`src/hw/iwmTimingPkg.sv`:
```
`default_nettype none

package iwmTimingPkg;

	// Width of the read and write bit timers
	localparam int CELL_W = 6;

	// ====================
	// Bit-cell tables
	// ====================

	// All tables are indexed by {fast, clk8MHz}
	// Entry order: slow 7M, slow 8M, fast 7M, fast 8M
	// Slow mode counts are doubled since the timers run on fclk

	// Earliest falling edge that still counts as a 1
	localparam logic [CELL_W-1:0] ONE_THRESH [4] = '{
		6'd14, 6'd16, 6'd7, 6'd8
	};

	// No edge by this count means a 0 cell
	localparam logic [CELL_W-1:0] ZERO_THRESH [4] = '{
		6'd42, 6'd48, 6'd21, 6'd24
	};

	// Write cell length minus one
	// Timer runs 0 to this value inclusive
	localparam logic [CELL_W-1:0] WRITE_CELL [4] = '{
		6'd27, 6'd31, 6'd13, 6'd15
	};

	// fclk cycles from a data read to the MSB clear
	localparam logic [3:0] CLEAR_DELAY = 4'd14;

endpackage

`default_nettype wire

```
`src/hw/iwmRegPkg.sv`:
```
`default_nettype none

package iwmRegPkg;

	// ====================
	// State register
	// ====================

	// One bit per bus access, value taken from addr bit 0
	typedef struct packed {
		logic [3:0] phase;
		logic       motorOn;
		logic       driveSelect;
		logic       q6;
		logic       q7;
	} iwmCtrl_t;

	// State bit addressed by addr bits 3 to 1
	typedef enum logic [2:0] {
		PH0, PH1, PH2, PH3, MOTOR, DRIVE, Q6, Q7
	} stateBit_e;

	// ====================
	// Mode register
	// ====================

	// Upper three bits are stored but never read back
	typedef struct packed {
		logic [1:0] reserved;
		logic       test;
		logic       clk8MHz;
		logic       fast;
		logic       timerOff;
		logic       async;
		logic       latch;
	} iwmMode_t;

	// Latch, async and timer-off set out of reset
	localparam logic [7:0] MODE_RESET = 8'h07;

	// Read register chosen by {Q7, Q6}
	typedef enum logic [1:0] {
		RD_DATA, RD_STATUS, RD_HANDSHAKE, RD_ONES
	} readSel_e;

	// Write handshake flags from the serializer
	typedef struct packed {
		logic bufferEmpty;
		logic underrunN;
	} writeStat_t;

endpackage

`default_nettype wire
```
`src/hw/iwm.sv`:
```
`timescale 1ns/1ps
`default_nettype none

module iwm (
	input  wire        fclk,
	input  wire        nRES,
	// Host bus
	input  wire  [3:0] addr,
	input  wire        nDeviceSelect,
	input  wire  [7:0] dataIn,
	output logic [7:0] dataOut,
	// Drive side
	output logic       wrData,
	output logic [3:0] phase,
	output logic       nWrReq,
	output logic       nEnbl1,
	output logic       nEnbl2,
	input  wire        sense,
	input  wire        rdData,
	// Q7 copy for the drive
	output logic       q7Out
);
	import iwmRegPkg::*;

	iwmCtrl_t   ctrl;
	iwmMode_t   mode;
	writeStat_t wstat;
	logic       dataWrite;
	logic       dataRead;
	logic [7:0] readByte;

	// Bus front stage, owns state and mode
	iwmBusRegs uBusRegs (
		.fclk(fclk), .nRES(nRES), .addr(addr), .nDeviceSelect(nDeviceSelect),
		.dataIn(dataIn), .sense(sense), .readByte(readByte), .wstat(wstat),
		.ctrl(ctrl), .mode(mode), .dataWrite(dataWrite), .dataRead(dataRead),
		.dataOut(dataOut), .nEnbl1(nEnbl1), .nEnbl2(nEnbl2), .nWrReq(nWrReq),
		.phase(phase), .q7Out(q7Out)
	);

	// Flux in, bytes out
	iwmReadDecoder uReadDecoder (
		.fclk(fclk), .nRES(nRES), .rdData(rdData), .ctrl(ctrl), .mode(mode),
		.dataRead(dataRead), .readByte(readByte)
	);

	// Bytes in, transitions out
	iwmWriteSerializer uWriteSerializer (
		.fclk(fclk), .nRES(nRES), .ctrl(ctrl), .mode(mode), .dataWrite(dataWrite),
		.dataIn(dataIn), .wrData(wrData), .wstat(wstat)
	);

endmodule

`default_nettype wire

```
`src/hw/iwmWriteSerializer.sv`:
```
`timescale 1ns/1ps
`default_nettype none

module iwmWriteSerializer (
	input  wire                    fclk,
	input  wire                    nRES,
	input  wire iwmRegPkg::iwmCtrl_t ctrl,
	input  wire iwmRegPkg::iwmMode_t mode,
	input  wire                    dataWrite,
	input  wire  [7:0]             dataIn,
	output logic                   wrData,
	output iwmRegPkg::writeStat_t  wstat
);
	import iwmTimingPkg::*;

	logic [CELL_W-1:0] cellLast;
	logic [CELL_W-1:0] wrTimer;
	logic [2:0]        wrCount;
	logic [7:0]        wrShift;
	logic [7:0]        wrBuf;
	logic              q7Prev;

	assign cellLast = WRITE_CELL[{mode.fast, mode.clk8MHz}];

	// Host byte waits here until the next byte boundary
	always_ff @(posedge fclk) begin
		if (dataWrite) begin
			wrBuf <= dataIn;
		end
	end

	always_ff @(posedge fclk or negedge nRES) begin
		if (!nRES) begin
			wrTimer           <= '0;
			wrCount           <= 3'd7;
			wrShift           <= '0;
			q7Prev            <= 1'b0;
			wrData            <= 1'b0;
			wstat.bufferEmpty <= 1'b1;
			wstat.underrunN   <= 1'b1;
		end else begin
			q7Prev <= ctrl.q7;

			if (ctrl.q7) begin
				if (!q7Prev) begin
					// Entry into write mode, all-ones lead-in byte
					// Timer starts at 2 so the first toggle is a full cell away
					wrTimer <= 6'd2;
					wrCount <= 3'd7;
					wrShift <= 8'hFF;
				end else begin
					if (wrTimer >= cellLast) begin
						wrTimer <= '0;
						if (wrCount == 3'd7) begin
							// Byte boundary
							wrCount <= 3'd0;
							if (!wstat.bufferEmpty) begin
								wrShift           <= wrBuf;
								wstat.bufferEmpty <= 1'b1;
							end else begin
								// Nothing queued, last bit leaves the shifter
								wstat.underrunN <= 1'b0;
								wrShift         <= {wrShift[6:0], 1'b0};
							end
						end else begin
							wrCount <= wrCount + 1'b1;
							wrShift <= {wrShift[6:0], 1'b0};
						end
					end else begin
						wrTimer <= wrTimer + 1'b1;
					end

					// One transition per 1 bit, early in the cell
					if (wrTimer == 6'd1 && wrShift[7]) begin
						wrData <= ~wrData;
					end
				end
			end else begin
				wstat.underrunN <= 1'b1;
			end

			// Host write refills the buffer, beats a same-cycle load
			if (dataWrite) begin
				wstat.bufferEmpty <= 1'b0;
			end
		end
	end

	assert property (@(posedge fclk) disable iff (!nRES)
		(wrData != $past(wrData)) |-> ($past(wrTimer) == 6'd1));

endmodule

`default_nettype wire

```
`src/hw/iwmReadDecoder.sv`:
```
`timescale 1ns/1ps
`default_nettype none

module iwmReadDecoder (
	input  wire                    fclk,
	input  wire                    nRES,
	input  wire                    rdData,
	input  wire iwmRegPkg::iwmCtrl_t ctrl,
	input  wire iwmRegPkg::iwmMode_t mode,
	input  wire                    dataRead,
	output logic [7:0]             readByte
);
	import iwmTimingPkg::*;

	logic [1:0]        rdSync;
	logic              fallEdge;
	logic [1:0]        timeSel;
	logic [CELL_W-1:0] oneThresh;
	logic [CELL_W-1:0] zeroThresh;
	logic [CELL_W-1:0] bitTimer;
	logic [7:0]        shifter;
	logic [7:0]        shiftVal;
	logic              shiftEn;
	logic              bitIn;
	logic [7:0]        dataReg;
	logic [3:0]        clrCnt;

	// ====================
	// Cell windows
	// ====================

	assign timeSel    = {mode.fast, mode.clk8MHz};
	assign oneThresh  = ONE_THRESH[timeSel];
	assign zeroThresh = ZERO_THRESH[timeSel];

	// Flux transition shows as a falling edge after the synchronizer
	assign fallEdge = rdSync[1] & ~rdSync[0];

	// Shift decision for this cycle
	// Early edges are noise and only restart the cell
	always_comb begin
		shiftEn = 1'b0;
		bitIn   = 1'b0;
		if (!ctrl.q7) begin
			if (fallEdge) begin
				shiftEn = (bitTimer >= oneThresh);
				bitIn   = 1'b1;
			end else if (bitTimer >= zeroThresh) begin
				shiftEn = 1'b1;
			end
		end
	end

	assign shiftVal = {shifter[6:0], bitIn};

	// ====================
	// Decoder state
	// ====================

	always_ff @(posedge fclk or negedge nRES) begin
		if (!nRES) begin
			rdSync   <= '0;
			bitTimer <= '0;
			shifter  <= '0;
			dataReg  <= '0;
			clrCnt   <= '0;
		end else begin
			rdSync <= {rdSync[0], rdData};

			// Write mode parks the read path
			if (ctrl.q7) begin
				bitTimer <= '0;
				shifter  <= '0;
			end else if (fallEdge) begin
				bitTimer <= '0;
			end else if (bitTimer >= zeroThresh) begin
				// Missing edge, next cell already half elapsed
				bitTimer <= oneThresh;
			end else begin
				bitTimer <= bitTimer + 1'b1;
			end

			// MSB clear timer, armed by the first read of a valid byte
			if (clrCnt != 4'd0) begin
				if (clrCnt == CLEAR_DELAY) begin
					dataReg[7] <= 1'b0;
					clrCnt     <= 4'd0;
				end else begin
					clrCnt <= clrCnt + 1'b1;
				end
			end else if (dataRead && dataReg[7]) begin
				clrCnt <= 4'd1;
			end

			// Byte complete once a 1 reaches the MSB
			// A fresh byte wins over a pending clear
			if (shiftEn) begin
				if (shiftVal[7]) begin
					dataReg <= shiftVal;
					shifter <= '0;
					clrCnt  <= 4'd0;
				end else begin
					shifter <= shiftVal;
				end
			end
		end
	end

	assign readByte = dataReg;

	// Mode only changes in write mode, which parks the timer
	assert property (@(posedge fclk) disable iff (!nRES) bitTimer <= zeroThresh);

endmodule

`default_nettype wire

```
`src/hw/iwmBusRegs.sv`:
```
`timescale 1ns/1ps
`default_nettype none

module iwmBusRegs (
	input  wire                    fclk,
	input  wire                    nRES,
	input  wire  [3:0]             addr,
	input  wire                    nDeviceSelect,
	input  wire  [7:0]             dataIn,
	input  wire                    sense,
	input  wire  [7:0]             readByte,
	input  wire  iwmRegPkg::writeStat_t wstat,
	output iwmRegPkg::iwmCtrl_t    ctrl,
	output iwmRegPkg::iwmMode_t    mode,
	output logic                   dataWrite,
	output logic                   dataRead,
	output logic [7:0]             dataOut,
	output logic                   nEnbl1,
	output logic                   nEnbl2,
	output logic                   nWrReq,
	output logic [3:0]             phase,
	output logic                   q7Out
);
	import iwmRegPkg::*;

	stateBit_e bitSel;
	readSel_e  rdSel;
	logic      devSel;
	logic      regWrite;
	logic      enableActive;

	// ====================
	// Bus decode
	// ====================

	assign devSel = ~nDeviceSelect;
	assign bitSel = stateBit_e'(addr[3:1]);

	// Write cycle: Q7, Q6 and A0 all high
	// Motor-on picks data buffer or mode register
	assign regWrite  = devSel & ctrl.q7 & ctrl.q6 & addr[0];
	assign dataWrite = regWrite & ctrl.motorOn;

	// Data register read, A0 low with Q7 and Q6 clear
	assign dataRead = devSel & ~addr[0] & ~ctrl.q7 & ~ctrl.q6;

	// ====================
	// State and mode
	// ====================

	// Level access, so every edge of one bus cycle re-latches the same bit
	always_ff @(posedge fclk or negedge nRES) begin
		if (!nRES) begin
			ctrl <= '0;
			mode <= iwmMode_t'(MODE_RESET);
		end else if (devSel) begin
			case (bitSel)
				PH0:     ctrl.phase[0]    <= addr[0];
				PH1:     ctrl.phase[1]    <= addr[0];
				PH2:     ctrl.phase[2]    <= addr[0];
				PH3:     ctrl.phase[3]    <= addr[0];
				MOTOR:   ctrl.motorOn     <= addr[0];
				DRIVE:   ctrl.driveSelect <= addr[0];
				Q6:      ctrl.q6          <= addr[0];
				default: ctrl.q7          <= addr[0];
			endcase
			// Mode write only with the motor off
			if (regWrite && !ctrl.motorOn) begin
				mode <= iwmMode_t'(dataIn);
			end
		end
	end

	// Drive enables follow motor-on, steered by drive select
	assign nEnbl1       = ~(ctrl.motorOn & ~ctrl.driveSelect);
	assign nEnbl2       = ~(ctrl.motorOn & ctrl.driveSelect);
	assign enableActive = ~nEnbl1 | ~nEnbl2;

	// Write request drops out on underrun
	assign nWrReq = ~(ctrl.q7 & wstat.underrunN & enableActive);

	assign phase = ctrl.phase;
	assign q7Out = ctrl.q7;

	// ====================
	// Read multiplexer
	// ====================

	assign rdSel = readSel_e'({ctrl.q7, ctrl.q6});

	always_comb begin
		case (rdSel)
			RD_DATA:      dataOut = readByte;
			// Sense, zero, enable active, mode bits 4 to 0
			RD_STATUS:    dataOut = {sense, 1'b0, enableActive, mode.clk8MHz, mode.fast,
			                         mode.timerOff, mode.async, mode.latch};
			RD_HANDSHAKE: dataOut = {wstat.bufferEmpty, wstat.underrunN, 6'b000000};
			default:      dataOut = 8'hFF;
		endcase
	end

	// Only one drive may ever be selected
	assert property (@(posedge fclk) disable iff (!nRES) !(!nEnbl1 && !nEnbl2));

endmodule

`default_nettype wire

```
`config.mk`:
```
export PLATFORM = sky130hd
export DESIGN_NAME = iwm
export DESIGN_NICKNAME = d
export VERILOG_FILES = /design/src/hw/iwmTimingPkg.sv /design/src/hw/iwmRegPkg.sv /design/src/hw/iwm.sv /design/src/hw/iwmWriteSerializer.sv /design/src/hw/iwmReadDecoder.sv /design/src/hw/iwmBusRegs.sv
export SDC_FILE = /design/constraint.sdc
export NUM_CORES = 1
export LEC_CHECK = 0
export ABC_AREA = 1
export BUFFER_PORTS_ARGS = -buffer_cell sky130_fd_sc_hd__clkbuf_2
export CORE_ASPECT_RATIO = 2
export CORE_MARGIN = 2
export CORE_UTILIZATION = 45
export DETAILED_ROUTE_END_ITERATION = 16
export SYNTH_ARGS = -nofsm -noshare
export SYNTH_HDL_FRONTEND = slang
export SYNTH_SLANG_ARGS = --single-unit
```
`constraint.sdc`:
```
create_clock -name fclk -period 2.9 [get_ports fclk]
set_clock_uncertainty 0.15 [all_clocks]
set_input_delay 0 -clock fclk [delete_from_list [all_inputs] [get_ports fclk]]
set_output_delay 0 -clock fclk [all_outputs]
set_load 0.005 [all_outputs]
```
==> qor.txt, run 1 <==
Status -> completed
Clock-pin slew on the worst setup and hold paths -> 60 ps
Largest net degree at the start of global routing -> 34
DR iter-0 viols -> 176
Placer congestion estimate -> 0.8357
Sequential Power Share -> 0.384
Syn Area/Cell -> 8.666 um2
Setup TNS -> 0 ps
Min Clock Period, post-route -> 2450 ps
FILL cells -> 703
Later-pin clock latency in the skew report -> 340 ps
Area Overhead vs Synth -> 20.23%
HP Class -> input port to async pin
Cell leakage power -> 2.173 nW
Die width -> 67.67 um
Sw frac -> 0.3575
Core area -> 7885 um2
# DRC -> 0
Rel. slew slack -> 0.4596
Vias/cell -> 5.017
Syn Nets -> 457
DIE AREA -> 8888 um2
CP required -> 3020 ps
Synth cell count leaders -> 112 x nand2_1, 53 x dfrtp_1, 42 x nand3_1
Wire length on met3 -> 246 um
CP startpoint kind -> flip-flop
Dpl ws -> 454.7 ps
RSZ-0062 raised after global routing -> false
Internal Pwr Total -> 2.383 mW
DR WL/cell -> 13.84 um
Clk buf depth -> 2
#FFs+latches synth -> 69
Final Core Density -> 0.5563
P per Cell Area -> 845.5 nW/um2
DR pass1 iterations -> 4
Ys async rst share -> 0.8841
Starting Density -> 0.4627
Cell Area, Synth -> 3648 um2
H-tree Lvls -> 3
Vias after detailed routing -> 2890
Share of layout cells above drive strength 1 -> 0.1750
Num CTS Buffers -> 9
Synth top area cells -> dfrtp_1 36%, nand2_1 12%, edfxtp_1 6.6%, ha_1 6.5%, dfstp_2 5.8%
Slew @ Worst Pin -> 810.6 ps
DIE HEIGHT -> 131.3 um
Detail Route Antenna Nets -> 0
Dpl hpwl -> 5872 um
Post-CTS setup buffers -> 0
Clock tree root buffer cell -> clkbuf_16
Tcrit/Tclk final -> 0.8447
Slew Viols, Final -> 0
Post-synth top area share -> 0.3635
CP max FO -> 9
Most frequent cell after synthesis -> nand2_1
Worst IR drop on VDD -> 525.5 uV
Max_cap viols -> 0
DRT met1 WL -> 3273 um
Area leader, netlist -> dfrtp_1
Clock sinks -> 69
Placed insts -> 543
Vias in the first global route -> 2974
Tot GR Track Use -> 0.2057
Initial antenna violation count -> 0
Final setup fails -> 0
NetSw -> 1.326 mW
Drt total wl -> 7973 um
Peak Freq -> 408.2 MHz
Clk pwr share -> 0.302
EDFF count, synth -> 8
Highest Signal Layer -> met4
Site Rows -> 46
Buffers on Ports -> 33
Met2 wire length -> 4297 um
Mapped Cells -> 421
CTS tree -> done
Arr. time, crit path -> 2570 ps
Critical Path End Type -> flip-flop
Seq/Total Area, Yosys -> 0.4870
Nets -> 511
ANT cells -> 0
Post-synth top flop -> dfrtp_1
First-pass GRT wire length -> 13780 um
Grt total ovfl -> 0
Final Non-Filler Cells -> 576
Yosys warning total -> 0
Netlist cell types -> 39
Combinational Power Share -> 0.314
I/O pin cnt -> 34
Final hold violations -> 0
Final setup margin -> 450.4 ps
CP Class -> flip-flop to flip-flop
## layout make-up
class	instances	area, um2	area share
repair buffers	56	380.4	0.08671
flip-flops and latches	69	1777	0.4050
inverters	40	150.1	0.03423
clock buffers	9	225.2	0.05134
clock inverters	7	81.33	0.01854
well taps	96	120.1	0.02738
multi-input cells	299	1653	0.3768
## logic make-up (layout without fill, tap and decap cells)
logic type / count (synthesis) / in the layout / share of synthesized area
DFF: 69 / 69 / 0.4870
muxes: 3 / 3 / 0.009259
adders and majority gates: 19 / 19 / 0.06516
xor gates and xnor gates: 8 / 8 / 0.01921
AOI/OAI and AO/OA: 53 / 53 / 0.08779
and+or+nand+nor: 216 / 216 / 0.2699
buffers and inverters: 53 / 112 / 0.06172
## worst paths after layout
path,depth (start not counted),from,endpoint,slack [ps]
min in group fclk,2,rdData,uReadDecoder.rdSync[0],160
worst min register to register,0,uReadDecoder.rdSync[0],uReadDecoder.rdSync[1],220
worst max register to register,11,uBusRegs.mode[3],uReadDecoder.readByte[4],450
worst max-delay path,11,uBusRegs.mode[3],uReadDecoder.readByte[4],450
worst min-delay path,2,nRES,uWriteSerializer.wrTimer[5],140
max in group asynchronous,3,nRES,uBusRegs.mode[0],1680
## what timing repair did
item                                   CTS  global route
hold buffers                            17             0
resized for setup                        0             0
endpoints found under the hold margin   54             0
## power groups by stage
stage | Sequential (mW) | Clock [mW] | Combinational [mW]
6_report | 1.42 | 1.12 | 1.16
5_1_grt | 1.45 | 1.19 | 1.36
4_1_cts | 1.43 | 1.15 | 1.18
3_5_place_dp | 1.44 | 0 | 1.15
3_3_place_gp | 1.43 | 0 | 1.13
2_1_floorplan | 1.38 | 0 | 0.884
## state kept, by name, indices dropped and copies added, names as in the netlist
name	count
uReadDecoder.rdSync	2
uWriteSerializer.wrBuf	8
uBusRegs.phase	4
uWriteSerializer.wstat	2
uBusRegs.ctrl	3
uReadDecoder.bitTimer	6
uWriteSerializer.q7Prev	1
uWriteSerializer.wrCount	3
uReadDecoder.shifter	7
uBusRegs.q7Out	1
uWriteSerializer.wrShift	8
uWriteSerializer.wrData	1
uReadDecoder.readByte	8
uBusRegs.mode	5
uWriteSerializer.wrTimer	6
uReadDecoder.clrCnt	4
## layout by cell type (no fill, tap or decap), types with 4 or more instances in the layout
cell type | Yosys | final
nand3_1 | 42 | 42
dlygate4sd3_1 | 0 | 17
nand2_1 | 112 | 112
ha_1 | 19 | 19
inv_1 | 37 | 37
clkbuf_16 | 0 | 9
xor2_1 | 5 | 5
nor2_1 | 39 | 39
or2_2 | 4 | 4
a31oi_1 | 9 | 9
buf_4 | 6 | 6
dfrtp_1 | 53 | 53
clkbuf_2 | 0 | 33
dfstp_2 | 8 | 8
a21oi_1 | 17 | 17
o21ai_0 | 16 | 16
edfxtp_1 | 8 | 8
## per-stage QoR
step           total power [mW]  hold WS, ps  area, um2
2_1_floorplan             2.260       -445.6       3649
3_3_place_gp              2.561       -42.15       3910
3_5_place_dp              2.593       -40.35       3910
4_1_cts                   3.752        141.5       4387
5_1_grt                   4.001        152.1       4387
6_report                  3.709        139.3       4387
## metal layers
layer / track usage / up-vias
met5: 0 / -
met4: 0.09070 / 0
met3: 0.05736 / 14
met2: 0.3404 / 40
met1: 0.2387 / 1346
li1: - / 1490
## critical path: stages (launching register included)
cell and delay, ps:
dfrtp_1 450, inv_1 150, ha_1 340, ha_1 330, nand2_1 70, nor2_1 180, nand3_4 120, nand3_4 130
nand3_4 140, nor2_8 190, nand2_1 70, nand2_1 60
Power figures use the tool's default switching activity.
==> run 2, diff against run 1 <==
clock period = 2.6 ns   (was 2.9 ns; I/O delays follow)
==> qor.txt, run 2 (synthesized netlist as in run 1, its figures left out) <==
Status -> completed
Arr. time, crit path -> 2500 ps
WHS -> 160.6 ps
Hold_sp -> rdData
Largest net degree at the start of global routing -> 62
Tcrit/Tclk final -> 0.9128
ANT cells -> 0
Critical Path End Type -> flip-flop
Final hold violations -> 0
Vias/cell -> 5.196
CP max FO -> 9
Hold Crit Depth -> 2
Starting Density -> 0.4627
Final setup fails -> 0
Initial antenna violation count -> 0
Sequential Power Share -> 0.375
Vias in the first global route -> 3074
RR Endpoint -> uReadDecoder.readByte[6]
Peak Freq -> 421.4 MHz
Slew @ Worst Pin -> 791.3 ps
Multi-input logic area -> 1653 um2
Clock tree root buffer cell -> clkbuf_16
Core area -> 7885 um2
Dpl hpwl -> 5920 um
Cell leakage power -> 2.180 nW
Num CTS Buffers -> 9
Clk buf depth -> 2
CTS tree -> done
Clk pwr share -> 0.318
Commonest cells after routing, fill and taps aside -> 112 x nand2_1, 53 x dfrtp_1, 42 x nand3_1
H-tree Lvls -> 3
Worst Hold End -> uReadDecoder.rdSync[0]
DR pass1 iterations -> 4
FILL cells -> 735
Vias after detailed routing -> 2993
Min Clock Period, post-route -> 2373 ps
Setup TNS -> 0 ps
HP Class -> input port to flip-flop
Buffers on Ports -> 33
I/O pin cnt -> 34
Share of layout cells above drive strength 1 -> 0.1750
Rel. slew slack -> 0.4725
CP startpoint kind -> flip-flop
NetSw -> 1.493 mW
Tot GR Track Use -> 0.2091
# DRC -> 0
DR WL/cell -> 14.26 um
Internal Pwr Total -> 2.765 mW
Max_cap viols -> 0
P per Cell Area -> 965.9 nW/um2
Placer congestion estimate -> 0.8666
Reg2Reg Depth -> 11
Slew Viols, Final -> 0
Drt total wl -> 8211 um
DIE HEIGHT -> 131.3 um
DIE AREA -> 8888 um2
Worst path max stage delay -> 420 ps
Sequential cell area -> 1777 um2
Area Overhead vs Synth -> 20.82%
Sw frac -> 0.3507
Clock sinks -> 69
Site Rows -> 46
Reg2reg start -> uBusRegs.mode[4]
DR iter-0 viols -> 125
Later-pin clock latency in the skew report -> 340 ps
Die width -> 67.67 um
Placed insts -> 542
First-pass GRT wire length -> 14080 um
Cts repair resizes -> 0
Worst IR drop on VDD -> 506.5 uV
CP required -> 2730 ps
RSZ-0062 raised after global routing -> false
CP Class -> flip-flop to flip-flop
Detail Route Antenna Nets -> 0
Critical path's slowest cell -> dfrtp_1
Final Core Density -> 0.5590
Clock-pin slew on the worst setup and hold paths -> 60 ps
Combinational Power Share -> 0.306
Final Non-Filler Cells -> 576
Worst reg-to-reg setup slack -> 230 ps
Most common cell after layout, fill and taps aside -> nand2_1
Grt total ovfl -> 0
CP Cell Sequence -> inv_1, ha_1, ha_1, nand2_1, nor2_1, nand3_4, nand3_4, nand3_4, nor2_8, nand2_1, nand2_1
Nets -> 511
==> run 2: changes by cell type in the layout (fill, tap and decap cells not counted) <==
cell	before	now
bufinv_16	1	2
inv_6	3	4
clkinv_4	2	0
==> run 2: cell type report <==
class / count / share of cell area
clock buffers: 9 / 0.05109
clock inverters: 7 / 0.02328
inverters: 40 / 0.03406
multi-input cells: 299 / 0.3750
flip-flops and latches: 69 / 0.4031
well taps: 96 / 0.02725
repair buffers: 56 / 0.08629
==> run 2: power by group through the flow <==
stage | Combinational, mW | Clock (mW) | Sequential [mW]
floorplan | 0.986 | 0 | 1.53
global placement | 1.25 | 0 | 1.61
detailed placement | 1.27 | 0 | 1.62
CTS | 1.31 | 1.38 | 1.60
finish | 1.30 | 1.36 | 1.60
global route | 1.50 | 1.42 | 1.64
==> run 2: how the worst max path moves through the flow <==
stage                          start                       end  slack (ps)
floorplan           uBusRegs.mode[3]    uReadDecoder.clrCnt[0]         450
global placement    uBusRegs.mode[3]    uReadDecoder.clrCnt[0]         290
detailed placement  uBusRegs.mode[3]  uReadDecoder.readByte[2]         220
CTS                 uBusRegs.mode[3]  uReadDecoder.readByte[2]         190
global route        uBusRegs.mode[4]  uReadDecoder.readByte[4]          20
finish              uBusRegs.mode[4]  uReadDecoder.readByte[6]         230
==> run 2: through the flow <==
step	area, um2	total power, mW	worst slack, ps
2_1_floorplan	3649	2.521	448.6
3_3_place_gp	3902	2.863	290.5
3_5_place_dp	3902	2.892	223.0
4_1_cts	4400	4.290	192.1
5_1_grt	4408	4.557	20.91
6_report	4408	4.258	226.7
==> run 2: critical path, delay by kind of cell (launching register included) <==
kind,cells,cell delay (ps)
AND/OR/NAND/NOR,8,940
buffers and inverters,1,180
adder cells (fa/ha/maj),2,610
flip-flops,1,420
==> run 2: what timing repair did <==
item	CTS	global route
setup endpoints to repair	0	1
hold endpoints to repair	76	0
buffers inserted	0	1
hold buffers	17	0
==> run 2: per-layer routing <==
layer  vias to the layer above  wire length (um)  GRT usage
li1                       1489                 -          -
met1                      1442              3207     0.2381
met2                        50              4605     0.3589
met3                        12               228    0.03682
met4                         0               169     0.1032
met5                         -                 0          0
==> run 3, diff against run 2 <==
ABC_AREA = not set   (was 1)
CAP_MARGIN = 20   (was not set)
==> qor.txt, run 3 <==
DR iter-0 viols -> 164
P per Cell Area -> 987.5 nW/um2
Netlist cell types -> 50
Arr. time, crit path -> 2530 ps
Rel. slew slack -> 0.4785
# DRC -> 0
Slew Viols, Final -> 0
DR WL/cell -> 15.20 um
Starting Density -> 0.4575
Later-pin clock latency in the skew report -> 330 ps
CP delay by family, top -> compound AO/OA/AOI/OAI gates
Peak Freq -> 404.9 MHz
Critical path's slowest cell -> a2111oi_4
Clock tree root buffer cell -> clkbuf_16
CP Class -> flip-flop to flip-flop
Worst reg-to-reg setup slack -> 130 ps
CP startpoint kind -> flip-flop
Core area -> 7828 um2
Area leader, netlist -> dfrtp_1
Most common cell after layout, fill and taps aside -> dfrtp_1
CP Cell Sequence -> inv_1, ha_1, ha_4, a21o_1, a2111oi_4, a21oi_4, nand2_4, mux2_2
Tcrit/Tclk final -> 0.9499
Finished Cell Area -> 4414 um2
DR pass1 iterations -> 4
Buf/Inv on CP -> 1
Num CTS Buffers -> 9
EDFF count, synth -> 8
HP Class -> input port to flip-flop
Detail Route Antenna Nets -> 0
Cell leakage power -> 2.010 nW
I/O pin cnt -> 34
Dpl hpwl -> 5256 um
CP required -> 2660 ps
Critical Path End Type -> flip-flop
Final Core Density -> 0.5639
First-pass GRT wire length -> 13080 um
#FFs+latches synth -> 69
Placer congestion estimate -> 0.9423
Nets -> 431
Clock sinks -> 69
H-tree Lvls -> 3
Reg2Reg Depth -> 8
Final hold violations -> 0
Drt total wl -> 7539 um
Vias/cell -> 5.363
Initial antenna violation count -> 0
Reg2reg start -> uBusRegs.mode[4]
Syn Nets -> 372
Final setup fails -> 0
Slew @ Worst Pin -> 782.2 ps
Die width -> 67.08 um
Post-synth top flop -> dfrtp_1
RR Endpoint -> uReadDecoder.readByte[5]
CP max FO -> 8
Seq/Total Area, Yosys -> 0.4962
Clock-pin slew on the worst setup and hold paths -> 50 ps
Tot GR Track Use -> 0.1980
Mapped Cells -> 336
Commonest cells after routing, fill and taps aside -> 53 x dfrtp_1, 51 x nand2_1, 33 x clkbuf_2
DIE HEIGHT -> 130.2 um
Synth cell count leaders -> 53 x dfrtp_1, 51 x nand2_1, 25 x nor2_1
Tot Pwr -> 4.359 mW
CTS tree -> done
Worst Hold End -> uReadDecoder.rdSync[0]
Synth top area cells -> dfrtp_1 37%, edfxtp_1 6.7%, ha_1 6.6%, mux2_2 6.6%, dfstp_2 5.9%
Most frequent cell after synthesis -> dfrtp_1
Post-synth top area share -> 0.3704
WHS -> 177.4 ps
Hold Crit Depth -> 2
Buffers on Ports -> 33
Min Clock Period, post-route -> 2470 ps
Placed cell areas -> 3887 um2
DIE AREA -> 8730 um2
Syn Area/Cell -> 10.66 um2
Worst path max stage delay -> 430 ps
Clk buf depth -> 2
Vias in the first global route -> 2788
Grt total ovfl -> 0
Largest net degree at the start of global routing -> 62
Site Rows -> 46
Hold_sp -> rdData
Status -> completed
ANT cells -> 0
Crit. path cell count -> 8
Worst IR drop on VDD -> 561.5 uV
Share of layout cells above drive strength 1 -> 0.2650
Yosys warning total -> 0
Cell Area, Synth -> 3581 um2
Area Overhead vs Synth -> 23.27%
Max_cap viols -> 0
Vias after detailed routing -> 2660
Ys async rst share -> 0.8841
[run 3: cell count changes after synthesis, sizes merged, moves of 4 or more]
cell and change:
or2 -5, mux2i +7, inv -28, nand2b +13
nor2b +4, mux2 +23, a21oi -8, nand2 -63
clkbuf +5, nand3 -28, a31oi -8, nor2 -17
[run 3: cell type report]
| class | count | area (um2) |
|---|---|---|
| inverters | 9 | 33.78 |
| fillers | 698 | 3413 |
| well taps | 96 | 120.1 |
| clock inverters | 2 | 35.03 |
| repair buffers | 63 | 449.2 |
| clock buffers | 14 | 244.0 |
| flip-flops and latches | 69 | 1777 |
| multi-input cells | 243 | 1755 |
[run 3: layer usage]
metal | wire length (um) | up-vias | GRT usage
li1 | - | 1289 | -
met1 | 3099 | 1304 | 0.2373
met2 | 3980 | 53 | 0.3372
met3 | 284 | 14 | 0.03793
met4 | 174 | 0 | 0.08764
met5 | 0 | - | 0
[run 3: logic make-up (layout without fill, tap and decap cells)]
logic type	after synthesis	count (layout)	share of synthesized area
simple gates	136	136	0.1862
buf+inv	24	88	0.03389
compound gates	43	43	0.08142
fa+ha+maj	19	19	0.06639
flops	69	69	0.4962
xor+xnor	12	12	0.02935
mux	33	33	0.1066
[run 3: how the worst max path moves through the flow]
stage                                to              from  slack (ps)
6_report       uReadDecoder.readByte[5]  uBusRegs.mode[4]         130
5_1_grt        uReadDecoder.readByte[5]  uBusRegs.mode[4]          -2
4_1_cts          uReadDecoder.clrCnt[0]  uBusRegs.mode[3]        0.05
3_5_place_dp   uReadDecoder.readByte[3]  uBusRegs.mode[4]         -10
3_3_place_gp   uReadDecoder.readByte[5]  uBusRegs.mode[3]          60
2_1_floorplan  uReadDecoder.readByte[0]  uBusRegs.mode[3]         0.4
[run 3: what timing repair did]
item	in CTS	in global routing
gates resized for setup	3	9
setup endpoints to repair	7	24
hold endpoints to repair	75	0
cloned	0	0
hold buffers	17	0
buffers inserted	1	0
pin swaps	2	3
[run 3: through the flow]
| stage | TNS (ps) | setup WS [ps] | std cells |
|---|---|---|---|
| final | 0 | 130.3 | 496 |
| after global routing | -1.651 | -1.651 | 496 |
| after CTS | 0 | 0.05151 | 496 |
| after detailed placement | -37.28 | -10.67 | 462 |
| after global placement | 0 | 60.97 | 462 |
| after floorplan | 0 | 0.4221 | 336 |
[run 3: power by group]
part	switching (mW)	total (mW)	leakage [nW]	internal [mW]
combinational	0.773	1.55	1.06	0.773
clock	0.420	1.16	0.135	0.742
sequential	0.278	1.65	0.816	1.37
total	1.47	4.36	2.01	2.89
[run 3: worst register-to-register path, delay by kind of cell (launching register included)]
kind / cells / cell delay [ps]
AOI/OAI and AO/OA: 3 / 740
adders and majority gates: 2 / 570
buffers and inverters: 1 / 60
DFF: 1 / 350
muxes: 1 / 350
and+or+nand+nor: 1 / 120
